--- src/hdl/gfx_pkg.sv ---
/* types, palette and cube geometry shared by the cube drawing design
   and the testbench model; import where needed */
package gfx_pkg;

    typedef logic signed [15:0] coord_t;  // screen or framebuffer position
    typedef logic [1:0] cidx_t;           // palette index
    typedef logic [3:0] chan_t;           // one colour channel

    typedef struct packed {
        chan_t red;
        chan_t green;
        chan_t blue;
    } rgb_t;

    typedef struct packed {
        coord_t x0;
        coord_t y0;
        coord_t x1;
        coord_t y1;
    } line_t;

    localparam rgb_t PALETTE [4] = '{
        '{4'h0, 4'h0, 4'h0},  // black background
        '{4'h4, 4'h4, 4'h4},  // dark grey
        '{4'h0, 4'hf, 4'h0},  // green
        '{4'hf, 4'hf, 4'hf}   // white
    };

    localparam int LINE_CNT = 9;

    // front face, back edges and the joining diagonals
    localparam line_t CUBE_LINES [LINE_CNT] = '{
        '{ 65, 45, 115, 45},
        '{115, 45, 115, 95},
        '{115, 95,  65, 95},
        '{ 65, 95,  65, 45},
        '{ 65, 95,  45, 75},
        '{ 45, 75,  45, 25},
        '{ 45, 25,  65, 45},
        '{ 45, 25,  95, 25},
        '{ 95, 25, 115, 45}
    };

    localparam cidx_t LINE_COLOUR = 2'd2;  // green

endpackage

--- src/hdl/display_timings.sv ---
/* free-running display counters; decodes screen position, active-low
   syncs, data enable and a one-cycle pulse at the start of each frame */
`timescale 1ns/10ps

module display_timings #(
    parameter int H_RES  = 640,
    parameter int H_FP   = 16,
    parameter int H_SYNC = 96,
    parameter int H_BP   = 48,
    parameter int V_RES  = 480,
    parameter int V_FP   = 10,
    parameter int V_SYNC = 2,
    parameter int V_BP   = 33
) (
    input  logic            clk_pix,
    input  logic            reset,
    output gfx_pkg::coord_t sx,
    output gfx_pkg::coord_t sy,
    output logic            hsync,
    output logic            vsync,
    output logic            de,
    output logic            frame
);

    localparam int H_TOTAL = H_RES + H_FP + H_SYNC + H_BP;  // 800
    localparam int V_TOTAL = V_RES + V_FP + V_SYNC + V_BP;  // 525
    localparam int HS_STA  = H_RES + H_FP;
    localparam int HS_END  = HS_STA + H_SYNC;
    localparam int VS_STA  = V_RES + V_FP;
    localparam int VS_END  = VS_STA + V_SYNC;

    always_ff @(posedge clk_pix) begin
        if (reset) begin
            sx <= '0;
            sy <= '0;
        end else if (sx == H_TOTAL - 1) begin  // end of line
            sx <= '0;
            if (sy == V_TOTAL - 1) begin
                sy <= '0;
            end else begin
                sy <= sy + 16'sd1;
            end
        end else begin
            sx <= sx + 16'sd1;
        end
    end

    always_comb begin
        hsync = !(sx >= HS_STA && sx < HS_END);  // active low
        vsync = !(sy >= VS_STA && sy < VS_END);
        de    = sx < H_RES && sy < V_RES;
        frame = sx == 0 && sy == 0;
    end

endmodule

--- config.mk ---
export PLATFORM = sky130hd
export DESIGN_NAME = display_timings
export DESIGN_NICKNAME = d
export VERILOG_FILES = /design/src/hdl/gfx_pkg.sv /design/src/hdl/display_timings.sv
export SDC_FILE = /design/constraint.sdc
export NUM_CORES = 1
export LEC_CHECK = 0
export BUFFER_PORTS_ARGS = -buffer_cell sky130_fd_sc_hd__buf_2
export CAP_MARGIN = 20
export CORE_MARGIN = 5
export CORE_UTILIZATION = 40
export CTS_CLUSTER_DIAMETER = 100
export DETAILED_ROUTE_END_ITERATION = 10
export PLACE_DENSITY = 0.63
export SKIP_CTS_REPAIR_TIMING = 1
export SLEW_MARGIN = 10
export SYNTH_ARGS = -nofsm -noshare
export SYNTH_HDL_FRONTEND = slang
export SYNTH_SLANG_ARGS = --single-unit
--- constraint.sdc ---
create_clock -name clk_pix -period 3.05 [get_ports clk_pix]
set_clock_uncertainty 0.1 [all_clocks]
set_input_delay 0.4575 -clock clk_pix [delete_from_list [all_inputs] [get_ports clk_pix]]
set_output_delay 0.4575 -clock clk_pix [all_outputs]
set_load 0.005 [all_outputs]
==> results.sh <==
export IMPL_status="finished, final reports clean"
export IMPL_cp_start_kind="flop"
export IMPL_synthCells=210
export IMPL_n_antenna_cell=0
export IMPL_remaining_drc_errors=0
export IMPL_io_pins=38
export IMPL_grt_first_pass_wirelength_um=7920
export IMPL_gp_congestion=0.863
export IMPL_finalCritPeriodShare_pct=83.0
export IMPL_root_buffer="clkbuf_8"
export IMPL_path_buf_inv=0
export IMPL_peakVddDrop_mv=0.160
export IMPL_synth_simple_area_share_pct=36.1
export IMPL_totalWireLength_um=4570
export IMPL_yosysWarnings=0
export IMPL_grt_pass1_vias=1619
export IMPL_synthAdderAreaFrac_pct=3.59
export IMPL_dp_hpwl_um=3370
export IMPL_area_growth_pct=18.9
export IMPL_cts_tree="yes"
export IMPL_synth_fp_nets=217
export IMPL_numCtsBuffers=5
export IMPL_rsz0062_at_grt="false"
export IMPL_die_x_um=76.0
export IMPL_htree_levels=2
export IMPL_track_usage_pct=16.6
export IMPL_finalCriticalPeriod_ps=2530
export IMPL_initial_core_util_pct=40.6
export IMPL_critical_path_max_fanout=10
export IMPL_n_fill_cell=448
export IMPL_synthArstFlopShare_pct=0
export IMPL_path_delay_family="simple AND/OR/NAND/NOR gates"
export IMPL_dpl_cell_area_um2=1980
export IMPL_dpl_worst_slack_ps=521
export IMPL_vias_per_cell=5.72
export IMPL_die_h_um=76.0
export IMPL_end_kind="flop"
export IMPL_clockBufferDepth=2
export IMPL_final_cell_area_um2=2070
export IMPL_holdWs_ps=315
export IMPL_slowest_delay_ps=500
export IMPL_synth_top_family_by_area="simple AND/OR/NAND/NOR gates"
export IMPL_path_clk_slew_ps=60
export IMPL_utilization_pct=48.2
export IMPL_p_leak_uw=0.000756
export IMPL_port_buffers=37
export IMPL_power_density_nw_per_um2=383
export IMPL_hold_path_class="in2reg"
export IMPL_maxCapViolCount=0
export IMPL_clkSinkCount=32
export IMPL_path_cells="ha_1 -> or3b_2 -> or4_4 -> or4_1 -> a21oi_1"
export IMPL_cp_arrival_ps=2650
export IMPL_first_pass_iters=4
export IMPL_cp_slowest_cell="dfxtp_1"
export IMPL_tightest_slew_ps=567
export IMPL_layout_setup_ws_ps=518
export IMPL_grt_max_degree=17
export IMPL_clock_latency_ps=290
export IMPL_synth_edf_count=0
export IMPL_avgSynthCellArea_um2=8.29
export IMPL_drive_gt1_share_pct=20.8
export IMPL_fin_nets=256
export IMPL_required_ps=3170
export IMPL_slew_limit_headroom_pct=61.7
export IMPL_drtIter0Drc=86
export IMPL_dieArea_um2=5770
export IMPL_setup_violations=0
export IMPL_max_clock_freq_ghz=0.395
export IMPL_vias=1727
export IMPL_ys_seq_area_share_pct=36.8
export IMPL_rows=24
export IMPL_antenna_found_initial=0
export IMPL_synth_ff_type="dfxtp_1"
export IMPL_synth_area_um2=1740
export IMPL_ys_ff_latch=32
export IMPL_slew_violations=0
export IMPL_hold_violations=0
export IMPL_routedWlPerCell_um=15.1
export IMPL_muxShareOfSynthArea_pct=0
export IMPL_ant_nets=0
export IMPL_synth_compound_area_share_pct=13.8
export IMPL_path_class="reg2reg"
export IMPL_grt_overflow_total=0
export IMPL_core_um2=4290
export IMPL_tns_ps=0
export IMPL_synth_xor_area_share_pct=6.54
export IMPL_synth_cell_types=37
-- logic make-up after synthesis --
kind of cell	after synthesis
adder cells (fa/ha/maj)	5
flip-flops	32
AO/OA/AOI/OAI	38
XOR/XNOR	13
buffers and inverters	15
AND/OR/NAND/NOR	107
-- state kept, by name, summed over array words and instances (netlist names) --
| name | flops |
|---|---|
| sx | 16 |
| sy | 16 |
-- synth_stat cells, types with 2 or more instances --
| cell type | count | share of area, % |
|---|---|---|
| nor4_1 | 7 | 2.5 |
| xor2_1 | 3 | 1.5 |
| and3_1 | 2 | 0.72 |
| dfxtp_1 | 32 | 37 |
| or4_4 | 3 | 1.9 |
| a41oi_1 | 2 | 1.0 |
| nor4b_1 | 4 | 2.0 |
| a21oi_1 | 15 | 4.3 |
| o22ai_1 | 2 | 0.72 |
| or3b_2 | 3 | 1.5 |
| ha_1 | 5 | 3.6 |
| o21ai_0 | 5 | 1.4 |
| nor2_1 | 20 | 4.3 |
| o41ai_1 | 2 | 1.0 |
| clkbuf_1 | 7 | 1.5 |
| or4_1 | 8 | 3.4 |
| inv_1 | 8 | 1.7 |
| nor3_1 | 8 | 2.3 |
| or3_1 | 3 | 1.1 |
| nand2b_1 | 3 | 1.1 |
| nand2_1 | 13 | 2.8 |
| nand4_1 | 10 | 3.6 |
| and4_1 | 3 | 1.5 |
| nand3_1 | 13 | 3.7 |
| o31ai_1 | 8 | 3.4 |
| xnor2_1 | 10 | 5.0 |
-- report_power, final --
group / total [uW] / leakage [uW] / switching [uW] / internal (uW)
clock network: 337 / 0.0000455 / 153 / 184
registers: 426 / 0.000258 / 4.37 / 421
logic: 30.3 / 0.000452 / 17.6 / 12.7
total: 793 / 0.000756 / 175 / 618
-- area by class of cell --
class                   instances  area (um^2)  area share [%]
inverters                       8         30.0            1.45
repair buffers                 39          200            9.67
well taps                      52         65.1            3.14
flip-flops and latches         32          641            30.9
clock buffers                   8         90.1            4.35
multi-input cells             163         1040            50.5
-- metal layers --
metal	vias up	global-route usage, %	routed length, um
li1	879	-	-
met1	800	20.9	2160
met2	38	26.5	2130
met3	10	4.49	183
met4	0	7.12	91
met5	-	0	0
-- final timing paths --
kind	from	to	slack [ps]	cells after the start
max	sy[1]	sy[14]	520	5
max reg2reg	sy[1]	sy[14]	520	5
min	reset	sx[7]	310	2
min reg2reg	sx[0]	sx[0]	390	1
-- cell usage in the layout (no fill, tap or decap), types with 2 or more instances in the layout --
master / Yosys / final
o21ai_0: 5 / 5
a21oi_1: 15 / 15
or4_4: 3 / 3
nand2_1: 13 / 13
buf_2: 0 / 37
or3_1: 3 / 3
o31ai_1: 8 / 8
nand2b_1: 3 / 3
inv_1: 8 / 8
nand3_1: 13 / 13
and4_1: 3 / 3
o41ai_1: 2 / 2
and3_1: 2 / 2
nor2_1: 20 / 20
xor2_1: 3 / 3
or3b_2: 3 / 3
buf_4: 0 / 2
nor3_1: 8 / 8
clkbuf_1: 7 / 2
o22ai_1: 2 / 2
a41oi_1: 2 / 2
dfxtp_1: 32 / 32
nor4b_1: 4 / 4
ha_1: 5 / 5
clkbuf_8: 0 / 6
nor4_1: 7 / 7
nand4_1: 10 / 10
xnor2_1: 10 / 10
or4_1: 8 / 8
-- through the flow --
step	total power, uW	cells
detailed placement	466	294
global route	828	302
CTS	803	302
finish	793	302
global placement	465	294
floorplan	452	210
Note: power is estimated with default switching activity, not from simulation.
