$ cat config.mk
export PLATFORM = sky130hd
export DESIGN_NAME = cube_scene_flat
export DESIGN_NICKNAME = d
export VERILOG_FILES = /design/src/hdl/gfx_pkg.sv /design/src/hdl/line_if.sv /design/src/hdl/cube_scene.sv /design/src/flat_wrapper.sv
export SDC_FILE = /design/constraint.sdc
export NUM_CORES = 1
export LEC_CHECK = 0
export ABC_AREA = 0
export BUFFER_PORTS_ARGS = -buffer_cell sky130_fd_sc_hd__buf_2
export CORE_MARGIN = 2
export CORE_UTILIZATION = 44
export CTS_CLUSTER_DIAMETER = 120
export DETAILED_ROUTE_END_ITERATION = 12
export GPL_TIMING_DRIVEN = 0
export PLACE_DENSITY = 0.86
export SYNTH_ARGS = -nofsm -noshare
export SYNTH_HDL_FRONTEND = slang
export SYNTH_SLANG_ARGS = --single-unit
$ cat constraint.sdc
create_clock -name clk_pix -period 3.4 [get_ports clk_pix]
set_input_delay 0.68 -clock clk_pix [delete_from_list [all_inputs] [get_ports clk_pix]]
set_output_delay 0.68 -clock clk_pix [all_outputs]
set_load 0.01 [all_outputs]
$ cat src/hdl/gfx_pkg.sv
/* types, palette and cube geometry shared by the cube drawing design
   and the testbench model; import where needed */
package gfx_pkg;

    typedef logic signed [15:0] coord_t;  // screen or framebuffer position
    typedef logic [1:0] cidx_t;           // palette index
    typedef logic [3:0] chan_t;           // one colour channel

    typedef struct packed {
        chan_t red;
        chan_t green;
        chan_t blue;
    } rgb_t;

    typedef struct packed {
        coord_t x0;
        coord_t y0;
        coord_t x1;
        coord_t y1;
    } line_t;

    localparam rgb_t PALETTE [4] = '{
        '{4'h0, 4'h0, 4'h0},  // black background
        '{4'h4, 4'h4, 4'h4},  // dark grey
        '{4'h0, 4'hf, 4'h0},  // green
        '{4'hf, 4'hf, 4'hf}   // white
    };

    localparam int LINE_CNT = 9;

    // front face, back edges and the joining diagonals
    localparam line_t CUBE_LINES [LINE_CNT] = '{
        '{ 65, 45, 115, 45},
        '{115, 45, 115, 95},
        '{115, 95,  65, 95},
        '{ 65, 95,  65, 45},
        '{ 65, 95,  45, 75},
        '{ 45, 75,  45, 25},
        '{ 45, 25,  65, 45},
        '{ 45, 25,  95, 25},
        '{ 95, 25, 115, 45}
    };

    localparam cidx_t LINE_COLOUR = 2'd2;  // green

endpackage

$ cat src/hdl/line_if.sv
/* line request channel from the scene sequencer to the rasteriser,
   and the pixel write channel from the rasteriser to the framebuffer */
`timescale 1ns/10ps

interface line_if;
    import gfx_pkg::*;

    logic valid;   // held until ready
    logic ready;
    line_t seg;    // stable while valid waits
    cidx_t cidx;

    modport scene (output valid, output seg, output cidx, input ready);
    modport drawer (input valid, input seg, input cidx, output ready);
endinterface


$ cat src/hdl/cube_scene.sv
/* scene sequencer; on start it hands the cube segments one at a time
   to the rasteriser and holds busy until the last one is drawn */
`timescale 1ns/10ps

module cube_scene (
    input  logic   clk_pix,
    input  logic   reset,
    input  logic   start,
    output logic   busy,
    line_if.scene  req
);
    import gfx_pkg::*;

    localparam int IDX_W = $clog2(LINE_CNT);

    typedef enum logic [1:0] {
        IDLE,   // nothing drawn since reset
        ISSUE,  // request waiting for the rasteriser
        WAIT,   // segment being drawn
        DONE    // picture complete, start redraws
    } state_t;

    state_t state;
    logic [IDX_W-1:0] line_idx;
    logic last_line;

    assign last_line = line_idx == IDX_W'(LINE_CNT - 1);

    always_ff @(posedge clk_pix) begin
        if (reset) begin
            state    <= IDLE;
            line_idx <= '0;
        end else begin
            case (state)
                IDLE, DONE: begin
                    if (start) begin
                        state    <= ISSUE;
                        line_idx <= '0;
                    end
                end
                ISSUE: if (req.ready) state <= WAIT;  // transfer this cycle
                WAIT: begin
                    if (req.ready) begin  // rasteriser idle again
                        if (last_line) begin
                            state <= DONE;
                        end else begin
                            line_idx <= line_idx + 1'b1;
                            state    <= ISSUE;
                        end
                    end
                end
                default: state <= IDLE;
            endcase
        end
    end

    assign busy      = state == ISSUE || state == WAIT;
    assign req.valid = state == ISSUE;
    assign req.seg   = CUBE_LINES[line_idx];
    assign req.cidx  = LINE_COLOUR;

    // a pending request holds still until the drawer takes it
    assert property (@(posedge clk_pix) disable iff (reset)
        req.valid && !req.ready |=> req.valid && $stable(req.seg))
        else $error("segment changed before transfer");

endmodule

$ cat src/flat_wrapper.sv
// flat-port wrapper written by rule: the top's interface ports become plain ports
module cube_scene_flat import gfx_pkg::*;
  (clk_pix, reset, start, busy, req_valid, req_seg, req_cidx, req_ready);
  line_if req_i ();
  input  logic clk_pix;
  input  logic reset;
  input  logic start;
  output logic busy;
  output wire logic [$bits(req_i.valid)-1:0] req_valid;
  output wire logic [$bits(req_i.seg)-1:0] req_seg;
  output wire logic [$bits(req_i.cidx)-1:0] req_cidx;
  input wire logic [$bits(req_i.ready)-1:0] req_ready;
  assign req_valid = req_i.valid;
  assign req_seg = req_i.seg;
  assign req_cidx = req_i.cidx;
  assign req_i.ready = req_ready;
  cube_scene u_core (.clk_pix(clk_pix), .reset(reset), .start(start), .busy(busy), .req(req_i));
endmodule
==> impl_metrics.csv <==
group,metric,value,unit
synth,synth_area_per_cell,7.86,sq um
setup_path,critPathLaunch,"u_core.line_idx[1]",
run,max_cap_violations,0,
floorplan,die_w,51.2,microns
clocking,cts-root-buf,"clkbuf_4",
clocking,ctsResizeCount,0,
sta,period_needed,2.37,ns
placed_design,dp_hpwl,1440,microns
setup_path,worstPathArrival,1.69,ns
cells_and_area,fin_nets,214,
clocking,cts_tree,"built",
cells_and_area,syn_to_final_growth,35.7,%
clocking,cts.htree.levels,1,
sta,finalCritPeriodShare,0.696,
worst_hold_path,hold_path_startpoint,"u_core.state[0]",
cells_and_area,fill_cells,225,
setup_path,path_class,"register to primary output",
setup_path,startpoint_type,"register",
floorplan,std_cell_rows,17,
clocking,clock-sinks,6,
grt,grt_use_total,0.120,
clocking,hold_buffers,0,
drt,wirelength,1660,microns
drt,drc,0,
setup_path,cp_max_fo,6,
drt,dr.first_iter.drc_count,6,
grt,overflow,0,
placed_design,globalplace.congestion,0.782,
grt,antenna_found_initial,0,
synth,synth.distinct_cells,27,
grt,grt_pass1_vias,603,
floorplan,pin_count,72,
setup_path,endpoint_kind,"primary output",
synth,synthCells,125,
drt,wire_per_inst,7.39,microns
sta,fin_worst_skew,0.00352,ns
power_and_ir_drop,peakVddDrop,0.225,mV
clocking,clock_path_buffers,2,
drt,firstDrtPassIters,4,
synth,ys_seq_area_frac,0.122,
clocking,clkTransAtPathRegs,0.04,ns
synth,netlist_area,982,sq um
grt,grt_pass1_wl,2420,microns
cells_and_area,multiInputGateArea,592,sq um
sta,setup_viol,0,
floorplan,start_util,0.453,
synth,ys_ff_latch,6,
floorplan,dieArea,0.00263,sq mm
clocking,insertion_delay,0.24,ns
setup_path,crit_required,2.72,ns
clocking,cts_setup_buffers,0,
cells_and_area,final_layout_size_suffix_gt1_frac,0.437,
cells_and_area,seq_area,120,sq um
cells_and_area,final_cell_mix,"50 x buf_4, 44 x conb_1, 27 x buf_2, 11 x ha_1, 10 x inv_1",
synth,yosys_warnings,0,
sta,fin_tns_setup,0,ns
floorplan,die_h,51.2,microns
drt,vias,854,
status,status,"completed",
drt,via_per_inst,3.80,
clocking,cts_buffers,3,
sta,grt_setup_unrepaired,"false",
worst_hold_path,hold_path_class,"register to register",
sta,hold_violations,0,
setup_path,r2r-start,"u_core.line_idx[1]",
placed_design,numPortBuffers,27,
sta,drv_slew,0,
power_and_ir_drop,powerDensity,209,mW/mm^2
grt,grt_max_degree,11,
power_and_ir_drop,total_power,279,uW
sta,holdWs,0.563,ns
drt,drtAntennaViolNets,0,
cells_and_area,n_antenna_cell,0,
sta,fmax,0.423,GHz
cells_and_area,layout_commonest_cell,"buf_4",
floorplan,core_region_area,0.00217,sq mm
power_and_ir_drop,leakage,0.770,nW
cells by family after synthesis:
logic type,Yosys count,share of synthesized area
other,2,0.00765
and+or+nand+nor,25,0.150
AOI/OAI and AO/OA,18,0.134
muxes,1,0.0102
buffers and inverters,62,0.436
DFF,6,0.122
adders and majority gates,11,0.140
layer usage:
layer  up-vias  part of all wire  track usage
li1        458                 -            -
met4         0                 0       0.0132
met5         -                 0            0
met1       351              0.39        0.131
met3         0              0.12       0.0526
met2        45              0.49        0.221
power by group:
group          internal (mW)  switching (mW)
Clock                 0.0398          0.0241
Sequential            0.0754         0.00459
Combinational         0.0645          0.0705
registers in the layout, indices dropped and copies added (netlist names):
name and cells:
u_core.line_idx 4, u_core.state 2
final cells by class:
class,instances,area share
repair buffers,27,0.101
inverters,10,0.0282
clock buffers,3,0.0169
multi-input cells,99,0.444
plain buffers,52,0.293
flip-flops and latches,6,0.0901
well taps,28,0.0263
final timing paths:
kind              cells past startpoint                  to  slack, ns
hold reg to reg                       2     u_core.state[0]       0.56
setup / recovery                      7         req_seg[51]       1.03
setup reg to reg                      5  u_core.line_idx[3]       1.54
hold / removal                        2     u_core.state[0]       0.56
Yosys cell counts:
| cell type | number | area, sq um |
|---|---|---|
| or3_1 | 2 | 12.5 |
| a2111oi_0 | 2 | 17.5 |
| nand2_1 | 6 | 22.5 |
| and4b_4 | 1 | 13.8 |
| a211o_2 | 2 | 20.0 |
| o211ai_1 | 1 | 7.51 |
| a21o_1 | 1 | 7.51 |
| buf_4 | 50 | 375 |
| or2_2 | 1 | 6.26 |
| o21bai_1 | 1 | 7.51 |
| o32ai_1 | 3 | 26.3 |
| o22ai_1 | 1 | 6.26 |
| a21oi_1 | 6 | 30.0 |
| ha_1 | 11 | 138 |
| mux2i_1 | 1 | 10.0 |
| nor2_1 | 2 | 7.51 |
| buf_6 | 1 | 11.3 |
| clkbuf_1 | 1 | 3.75 |
| or2b_1 | 1 | 7.51 |
| nor2b_1 | 4 | 25.0 |
| dfxtp_1 | 6 | 120 |
| nor3_1 | 2 | 10.0 |
| or4_4 | 1 | 11.3 |
| inv_1 | 10 | 37.5 |
| a311oi_1 | 1 | 8.76 |
| conb_1 | 2 | 7.51 |
| nand2b_1 | 5 | 31.3 |
stage by stage:
| stage | worst slack (ns) | area, sq um | cells | utilization |
|---|---|---|---|---|
| after floorplan | 1.38 | 1140 | 167 | - |
| after global placement | 1.29 | 1310 | 222 | 0.604 |
| after detailed placement | 1.26 | 1310 | 222 | 0.604 |
| after CTS | 1.00 | 1330 | 225 | 0.614 |
| after global routing | 0.887 | 1330 | 225 | 0.614 |
| final | 1.03 | 1330 | 225 | 0.614 |
critical path: stages (launching register included):
cell     delay (ns)
dfxtp_1        0.40
inv_1          0.15
ha_1           0.24
or2b_1         0.23
nor2b_1        0.14
inv_1          0.07
buf_4          0.09
buf_2          0.11
No activity file was read; power rests on OpenSTA's default activity.
