[src/hdl/gfx_pkg.sv]
/* types, palette and cube geometry shared by the cube drawing design
   and the testbench model; import where needed */
package gfx_pkg;

    typedef logic signed [15:0] coord_t;  // screen or framebuffer position
    typedef logic [1:0] cidx_t;           // palette index
    typedef logic [3:0] chan_t;           // one colour channel

    typedef struct packed {
        chan_t red;
        chan_t green;
        chan_t blue;
    } rgb_t;

    typedef struct packed {
        coord_t x0;
        coord_t y0;
        coord_t x1;
        coord_t y1;
    } line_t;

    localparam rgb_t PALETTE [4] = '{
        '{4'h0, 4'h0, 4'h0},  // black background
        '{4'h4, 4'h4, 4'h4},  // dark grey
        '{4'h0, 4'hf, 4'h0},  // green
        '{4'hf, 4'hf, 4'hf}   // white
    };

    localparam int LINE_CNT = 9;

    // front face, back edges and the joining diagonals
    localparam line_t CUBE_LINES [LINE_CNT] = '{
        '{ 65, 45, 115, 45},
        '{115, 45, 115, 95},
        '{115, 95,  65, 95},
        '{ 65, 95,  65, 45},
        '{ 65, 95,  45, 75},
        '{ 45, 75,  45, 25},
        '{ 45, 25,  65, 45},
        '{ 45, 25,  95, 25},
        '{ 95, 25, 115, 45}
    };

    localparam cidx_t LINE_COLOUR = 2'd2;  // green

endpackage

[src/hdl/line_if.sv]
/* line request channel from the scene sequencer to the rasteriser,
   and the pixel write channel from the rasteriser to the framebuffer */
`timescale 1ns/10ps

interface line_if;
    import gfx_pkg::*;

    logic valid;   // held until ready
    logic ready;
    line_t seg;    // stable while valid waits
    cidx_t cidx;

    modport scene (output valid, output seg, output cidx, input ready);
    modport drawer (input valid, input seg, input cidx, output ready);
endinterface

interface pix_if;
    import gfx_pkg::*;

    // no back-pressure, the sink takes a write every cycle
    logic valid;
    coord_t x;
    coord_t y;
    cidx_t cidx;

    modport source (output valid, output x, output y, output cidx);
    modport sink (input valid, input x, input y, input cidx);
endinterface

[src/hdl/draw_line.sv]
/* Bresenham line rasteriser; takes one segment per request and emits
   one pixel write per cycle from start to end point inclusive */
`timescale 1ns/10ps

module draw_line #(
    parameter int FB_WIDTH  = 160,
    parameter int FB_HEIGHT = 120
) (
    input  logic   clk_pix,
    input  logic   reset,
    line_if.drawer req,
    pix_if.source  pix
);
    import gfx_pkg::*;

    typedef logic signed [17:0] err_t;  // wide enough for any coord_t span

    logic   drawing;
    logic   accept;
    coord_t x, y;            // current pixel
    coord_t x_end, y_end;
    logic   step_right;      // x increases
    logic   step_down;       // y increases
    cidx_t  cidx_q;
    err_t   dx, dy;          // dy held negative
    err_t   err;
    err_t   diff_x, diff_y;
    err_t   abs_x, abs_y;
    logic signed [18:0] e2;
    logic   step_x, step_y;
    logic   at_end;

    function automatic logic on_fb(coord_t px, coord_t py);
        return px >= 0 && px < FB_WIDTH && py >= 0 && py < FB_HEIGHT;
    endfunction

    always_comb begin
        accept = req.valid && req.ready;
        diff_x = err_t'(req.seg.x1) - err_t'(req.seg.x0);
        diff_y = err_t'(req.seg.y1) - err_t'(req.seg.y0);
        abs_x  = diff_x < 0 ? -diff_x : diff_x;
        abs_y  = diff_y < 0 ? -diff_y : diff_y;
        e2     = {err, 1'b0};
        step_x = e2 >= dy;
        step_y = e2 <= dx;
        at_end = x == x_end && y == y_end;
    end

    always_ff @(posedge clk_pix) begin
        if (reset) begin
            drawing <= 1'b0;
        end else if (accept) begin
            drawing <= 1'b1;
        end else if (drawing && at_end) begin
            drawing <= 1'b0;  // last pixel goes out this cycle
        end
    end

    always_ff @(posedge clk_pix) begin
        if (accept) begin
            x          <= req.seg.x0;
            y          <= req.seg.y0;
            x_end      <= req.seg.x1;
            y_end      <= req.seg.y1;
            step_right <= diff_x >= 0;
            step_down  <= diff_y >= 0;
            dx         <= abs_x;
            dy         <= -abs_y;
            err        <= abs_x - abs_y;
            cidx_q     <= req.cidx;
        end else if (drawing && !at_end) begin
            err <= err + (step_x ? dy : '0) + (step_y ? dx : '0);
            if (step_x) x <= step_right ? x + 16'sd1 : x - 16'sd1;
            if (step_y) y <= step_down ? y + 16'sd1 : y - 16'sd1;
        end
    end

    assign req.ready = !drawing;
    assign pix.valid = drawing;
    assign pix.x     = x;
    assign pix.y     = y;
    assign pix.cidx  = cidx_q;

    // walk never steps past the end point
    assert property (@(posedge clk_pix) disable iff (reset)
        drawing |-> (step_right ? x <= x_end : x >= x_end)
                 && (step_down ? y <= y_end : y >= y_end))
        else $error("pixel walk went past the end point");

    assert property (@(posedge clk_pix) disable iff (reset)
        accept |-> on_fb(req.seg.x0, req.seg.y0) && on_fb(req.seg.x1, req.seg.y1))
        else $error("segment end point outside the framebuffer");

endmodule

[src/flat_wrapper.sv]
// flat-port wrapper written by rule: the top's interface ports become plain ports
module draw_line_flat import gfx_pkg::*;
#(
    parameter int FB_WIDTH  = 160,
    parameter int FB_HEIGHT = 120
)
  (clk_pix, reset, req_valid, req_seg, req_cidx, req_ready, pix_valid, pix_x, pix_y, pix_cidx);
  line_if req_i ();
  pix_if pix_i ();
  input  logic clk_pix;
  input  logic reset;
  input wire logic [$bits(req_i.valid)-1:0] req_valid;
  input wire logic [$bits(req_i.seg)-1:0] req_seg;
  input wire logic [$bits(req_i.cidx)-1:0] req_cidx;
  output wire logic [$bits(req_i.ready)-1:0] req_ready;
  output wire logic [$bits(pix_i.valid)-1:0] pix_valid;
  output wire logic [$bits(pix_i.x)-1:0] pix_x;
  output wire logic [$bits(pix_i.y)-1:0] pix_y;
  output wire logic [$bits(pix_i.cidx)-1:0] pix_cidx;
  assign req_i.valid = req_valid;
  assign req_i.seg = req_seg;
  assign req_i.cidx = req_cidx;
  assign req_ready = req_i.ready;
  assign pix_valid = pix_i.valid;
  assign pix_x = pix_i.x;
  assign pix_y = pix_i.y;
  assign pix_cidx = pix_i.cidx;
  draw_line #(.FB_WIDTH(FB_WIDTH), .FB_HEIGHT(FB_HEIGHT)) u_core (.clk_pix(clk_pix), .reset(reset), .req(req_i), .pix(pix_i));
endmodule
[config.mk]
export PLATFORM = sky130hd
export DESIGN_NAME = draw_line_flat
export DESIGN_NICKNAME = d
export VERILOG_FILES = /design/src/hdl/gfx_pkg.sv /design/src/hdl/line_if.sv /design/src/hdl/draw_line.sv /design/src/flat_wrapper.sv
export SDC_FILE = /design/constraint.sdc
export NUM_CORES = 1
export LEC_CHECK = 0
export ABC_AREA = 0
export CORE_UTILIZATION = 55
export DETAILED_ROUTE_END_ITERATION = 10
export DONT_BUFFER_PORTS = 1
export HOLD_SLACK_MARGIN = 0.05
export PLACE_DENSITY = 0.78
export SLEW_MARGIN = 40
export SYNTH_ARGS = -nofsm -noshare
export SYNTH_HDL_FRONTEND = slang
export SYNTH_SLANG_ARGS = --single-unit
[constraint.sdc]
create_clock -name clk_pix -period 18.3 [get_ports clk_pix]
set_input_delay 3.66 -clock clk_pix [delete_from_list [all_inputs] [get_ports clk_pix]]
set_output_delay 3.66 -clock clk_pix [all_outputs]
set_load 0.05 [all_outputs]
==> flow_metrics.env <==
export IMPL_slew_headroom_pct=46.15
export IMPL_critPathLaunch="req_seg[16]"
export IMPL_reg2regPathDepth=23
export IMPL_dieArea_sq_um=22120
export IMPL_drt_vias_per_instance=5.963
export IMPL_cts_made_buffers=17
export IMPL_crit_slowest_cell="a2111oi_0"
export IMPL_fin_crit_ps=9337
export IMPL_rsz0062_at_grt="false"
export IMPL_total_power_w=0.002168
export IMPL_hold_viol=0
export IMPL_clock_latency_ps=430
export IMPL_critical_path_peak_fanout=12
export IMPL_yosys_warnings=0
export IMPL_async_flop_share_pct=0
export IMPL_synth_ff_type="edfxtp_1"
export IMPL_grt_max_degree=66
export IMPL_fin_util_pct=60.10
export IMPL_max_stage_delay_ps=460
export IMPL_syn_inst=1306
export IMPL_via_count=9511
export IMPL_drc_errors=0
export IMPL_cp_cell_sequence="inv_1 > ha_1 > inv_1 > fa_1 > a21o_1 > a21oi_1 > o21a_1 > o31ai_1 > a2111oi_0 > nor3_1 > a2111o_1 > o21ai_1 > o21ai_0 > ha_1 > nor2b_1 > o21ai_0 > a21boi_0 > o21ai_0 > a211oi_1 > o31ai_1 > a21oi_1 > a21o_1 > a2111oi_0 > a211oi_1"
export IMPL_rows=53
export IMPL_antenna_found_initial=0
export IMPL_wire_per_inst_um=18.18
export IMPL_syn_mean_instance_area_sq_um=9.068
export IMPL_hpwl_mm=23.13
export IMPL_clkSlewWorstSetupHoldPaths_ps=60
export IMPL_cellPowerDensity_nw_per_um2=171.0
export IMPL_io_buffer_count=0
export IMPL_max_vdd_ir_drop_mv=0.07262
export IMPL_hold_ws_ps=826.6
export IMPL_post_route_period_util_pct=51.02
export IMPL_cp_common_cell="o21ai_0"
export IMPL_synth_cell_types=94
export IMPL_cp_arrival_ps=9480
export IMPL_root_buffer="clkbuf_16"
export IMPL_cts_tree="done"
export IMPL_fin_nets=1531
export IMPL_floorplan_die_height_um=148.7
export IMPL_r2r_end="u_core.err[17]"
export IMPL_fmax_mhz=107.1
export IMPL_max_cap_violations=0
export IMPL_ys_ff_latch=123
export IMPL_startpoint_type="input port"
export IMPL_cts_resized=0
export IMPL_clk_path_buf_depth=2
export IMPL_seq_area_frac_synth_pct=31.10
export IMPL_run_status="finished, final reports clean"
export IMPL_post_cts_buffers=0
export IMPL_core_sq_um=21090
export IMPL_rrSetupSlack_ps=12390
export IMPL_layout_commonest_cell="inv_1"
export IMPL_worstPathRequired_ps=18440
export IMPL_clock_skew_ps=9.173
export IMPL_initial_core_util_pct=56.16
export IMPL_gp_congestion=0.9267
export IMPL_die_x_um=148.7
export IMPL_most_common_layout_cells="inv_1, ha_1, edfxtp_1"
export IMPL_slew_violations=0
export IMPL_synth_nets=1530
export IMPL_endpoint_kind="register"
export IMPL_grt_pass1_wl_mm=46.66
export IMPL_hold_path_class="reg2reg"
export IMPL_worst_setup_path_type="in2reg"
export IMPL_final_setup_viol_count=0
export IMPL_layout_drive_gt1_share_pct=6.061
export IMPL_ctsHoldBuffers=0
export IMPL_grt_pass1_vias=9193
export IMPL_r2r_start="u_core.err[0]"
export IMPL_finalWirelength_mm=29.00
export IMPL_drt_iter0_drc=719
export IMPL_clock_sinks=123
export IMPL_gr_usage_all_layers_pct=27.36
export IMPL_tightestPinTransition_ps=805.8
export IMPL_drtPass1Iterations=5
export IMPL_tns_ps=0
export IMPL_drt_antenna_violating_nets=0
export IMPL_crit_path_end="u_core.err[15]"
export IMPL_p_leak_nw=5.552
export IMPL_syn_cell_area_sq_um=11840
export IMPL_area_growth_pct=7.015
export IMPL_gr_total_overflow=0
export IMPL_num_io_pins=105
export IMPL_htreeDepth=4
export IMPL_synth_edf_count=122
export IMPL_antenna_cells=0
## through the flow
step                instances  setup slack, ps  area (sq um)
finish                   1595             8963         12670
global route             1595             8392         12670
CTS                      1595             9033         12670
detailed placement       1563             8681         12120
global placement         1563             8911         12120
floorplan                1306             9547         11840
## synthesized netlist by cell type (3+ instances only)
cell type    n  area (sq um)
nor4_1      18         112.6
and3_1      11         68.82
nor2b_1     15         93.84
a21oi_1     90         450.4
a211oi_1    11         82.58
o211ai_1    15         112.6
and2_1      13         81.33
or4_1        3         22.52
xor2_1      73         639.4
clkbuf_1    13         48.80
buf_1        3         11.26
o21a_1       8         60.06
mux2i_1      4         40.04
nor3_1      36         180.2
buf_2        4         20.02
nand2_1     96         360.4
nand2b_1    10         62.56
edfxtp_1   122          3664
a21o_1      34         255.2
o21ai_1      5         25.02
inv_1      168         630.6
nand3_1     28         140.1
a21boi_0     3         22.52
o41ai_1      3         26.28
nor2_1      94         352.8
a2111o_1     3         33.78
or3_1       11         68.82
xnor2_1     68         595.6
xor2_2       3         48.80
a2111oi_0    4         35.03
nand4_1     17         106.4
a31oi_1      9         56.30
o22ai_1      4         25.02
fa_1        23         460.4
ha_1       132          1652
or2_2        6         37.54
o21bai_1    11         82.58
o21ai_0     57         285.3
o31ai_1      9         67.56
o311a_1      4         40.04
buf_6        3         33.78
## report_power, final
group	switching, W	total [W]	leakage (nW)	internal [W]
logic	0.000731	0.00127	4.11	0.000542
registers	0.000148	0.000575	1.18	0.000427
clock network	0.000134	0.000320	0.266	0.000186
total	0.00101	0.00217	5.55	0.00116
## worst min-delay path by stage
stage                             start  cells after the start  slack (ps)             end
final                     u_core.err[0]                      3         830   u_core.err[0]
after global routing      u_core.err[0]                      3         880   u_core.err[0]
after CTS                 u_core.err[0]                      3         830   u_core.err[0]
after detailed placement  u_core.err[0]                      3         800   u_core.err[0]
after global placement    u_core.err[0]                      3         800   u_core.err[0]
after floorplan           u_core.dy[17]                      3         720  u_core.err[17]
## registers in the layout (all words and copies together), names as in the netlist
signal,count
u_core.dx,18
u_core.dy,18
u_core.err,18
u_core.pix.cidx,2
u_core.pix.valid,1
u_core.pix.x,16
u_core.pix.y,16
u_core.step_down,1
u_core.step_right,1
u_core.x_end,16
u_core.y_end,16
## cell type report
cell class                      instances  area [sq um]
Clock buffer                           17         425.4
Clock inverter                         15         126.4
Fill cell                            1787          8414
Inverter                              169         636.9
Multi-Input combinational cell        991          7420
Sequential cell                       123          3684
Tap cell                              275         344.1
Timing Repair Buffer                    5         37.54
## critical path: cells and delay by family
kind,cells,cell delay (ps)
AND/OR/NAND/NOR,2,280
AO/OA/AOI/OAI,17,4520
adder cells (fa/ha/maj),3,930
buffers and inverters,2,80
## layer usage
layer	GRT usage [%]	wire, um
met3	7.278	2530
met4	10.61	880
met2	44.09	13190
met1	35.07	12400
met5	0	0
## cells by family (layout without fill, tap and decap cells)
group | Yosys count | after routing | share of synthesized area [%]
adder cells (fa/ha/maj) | 155 | 155 | 17.83
XOR/XNOR | 145 | 145 | 10.98
AND/OR/NAND/NOR | 375 | 375 | 15.55
flip-flops | 123 | 123 | 31.10
multiplexers | 6 | 6 | 0.5283
AO/OA/AOI/OAI | 309 | 309 | 17.65
buffers and inverters | 192 | 206 | 6.318
other | 1 | 1 | 0.03167
No activity file was read; power rests on OpenSTA's default activity.
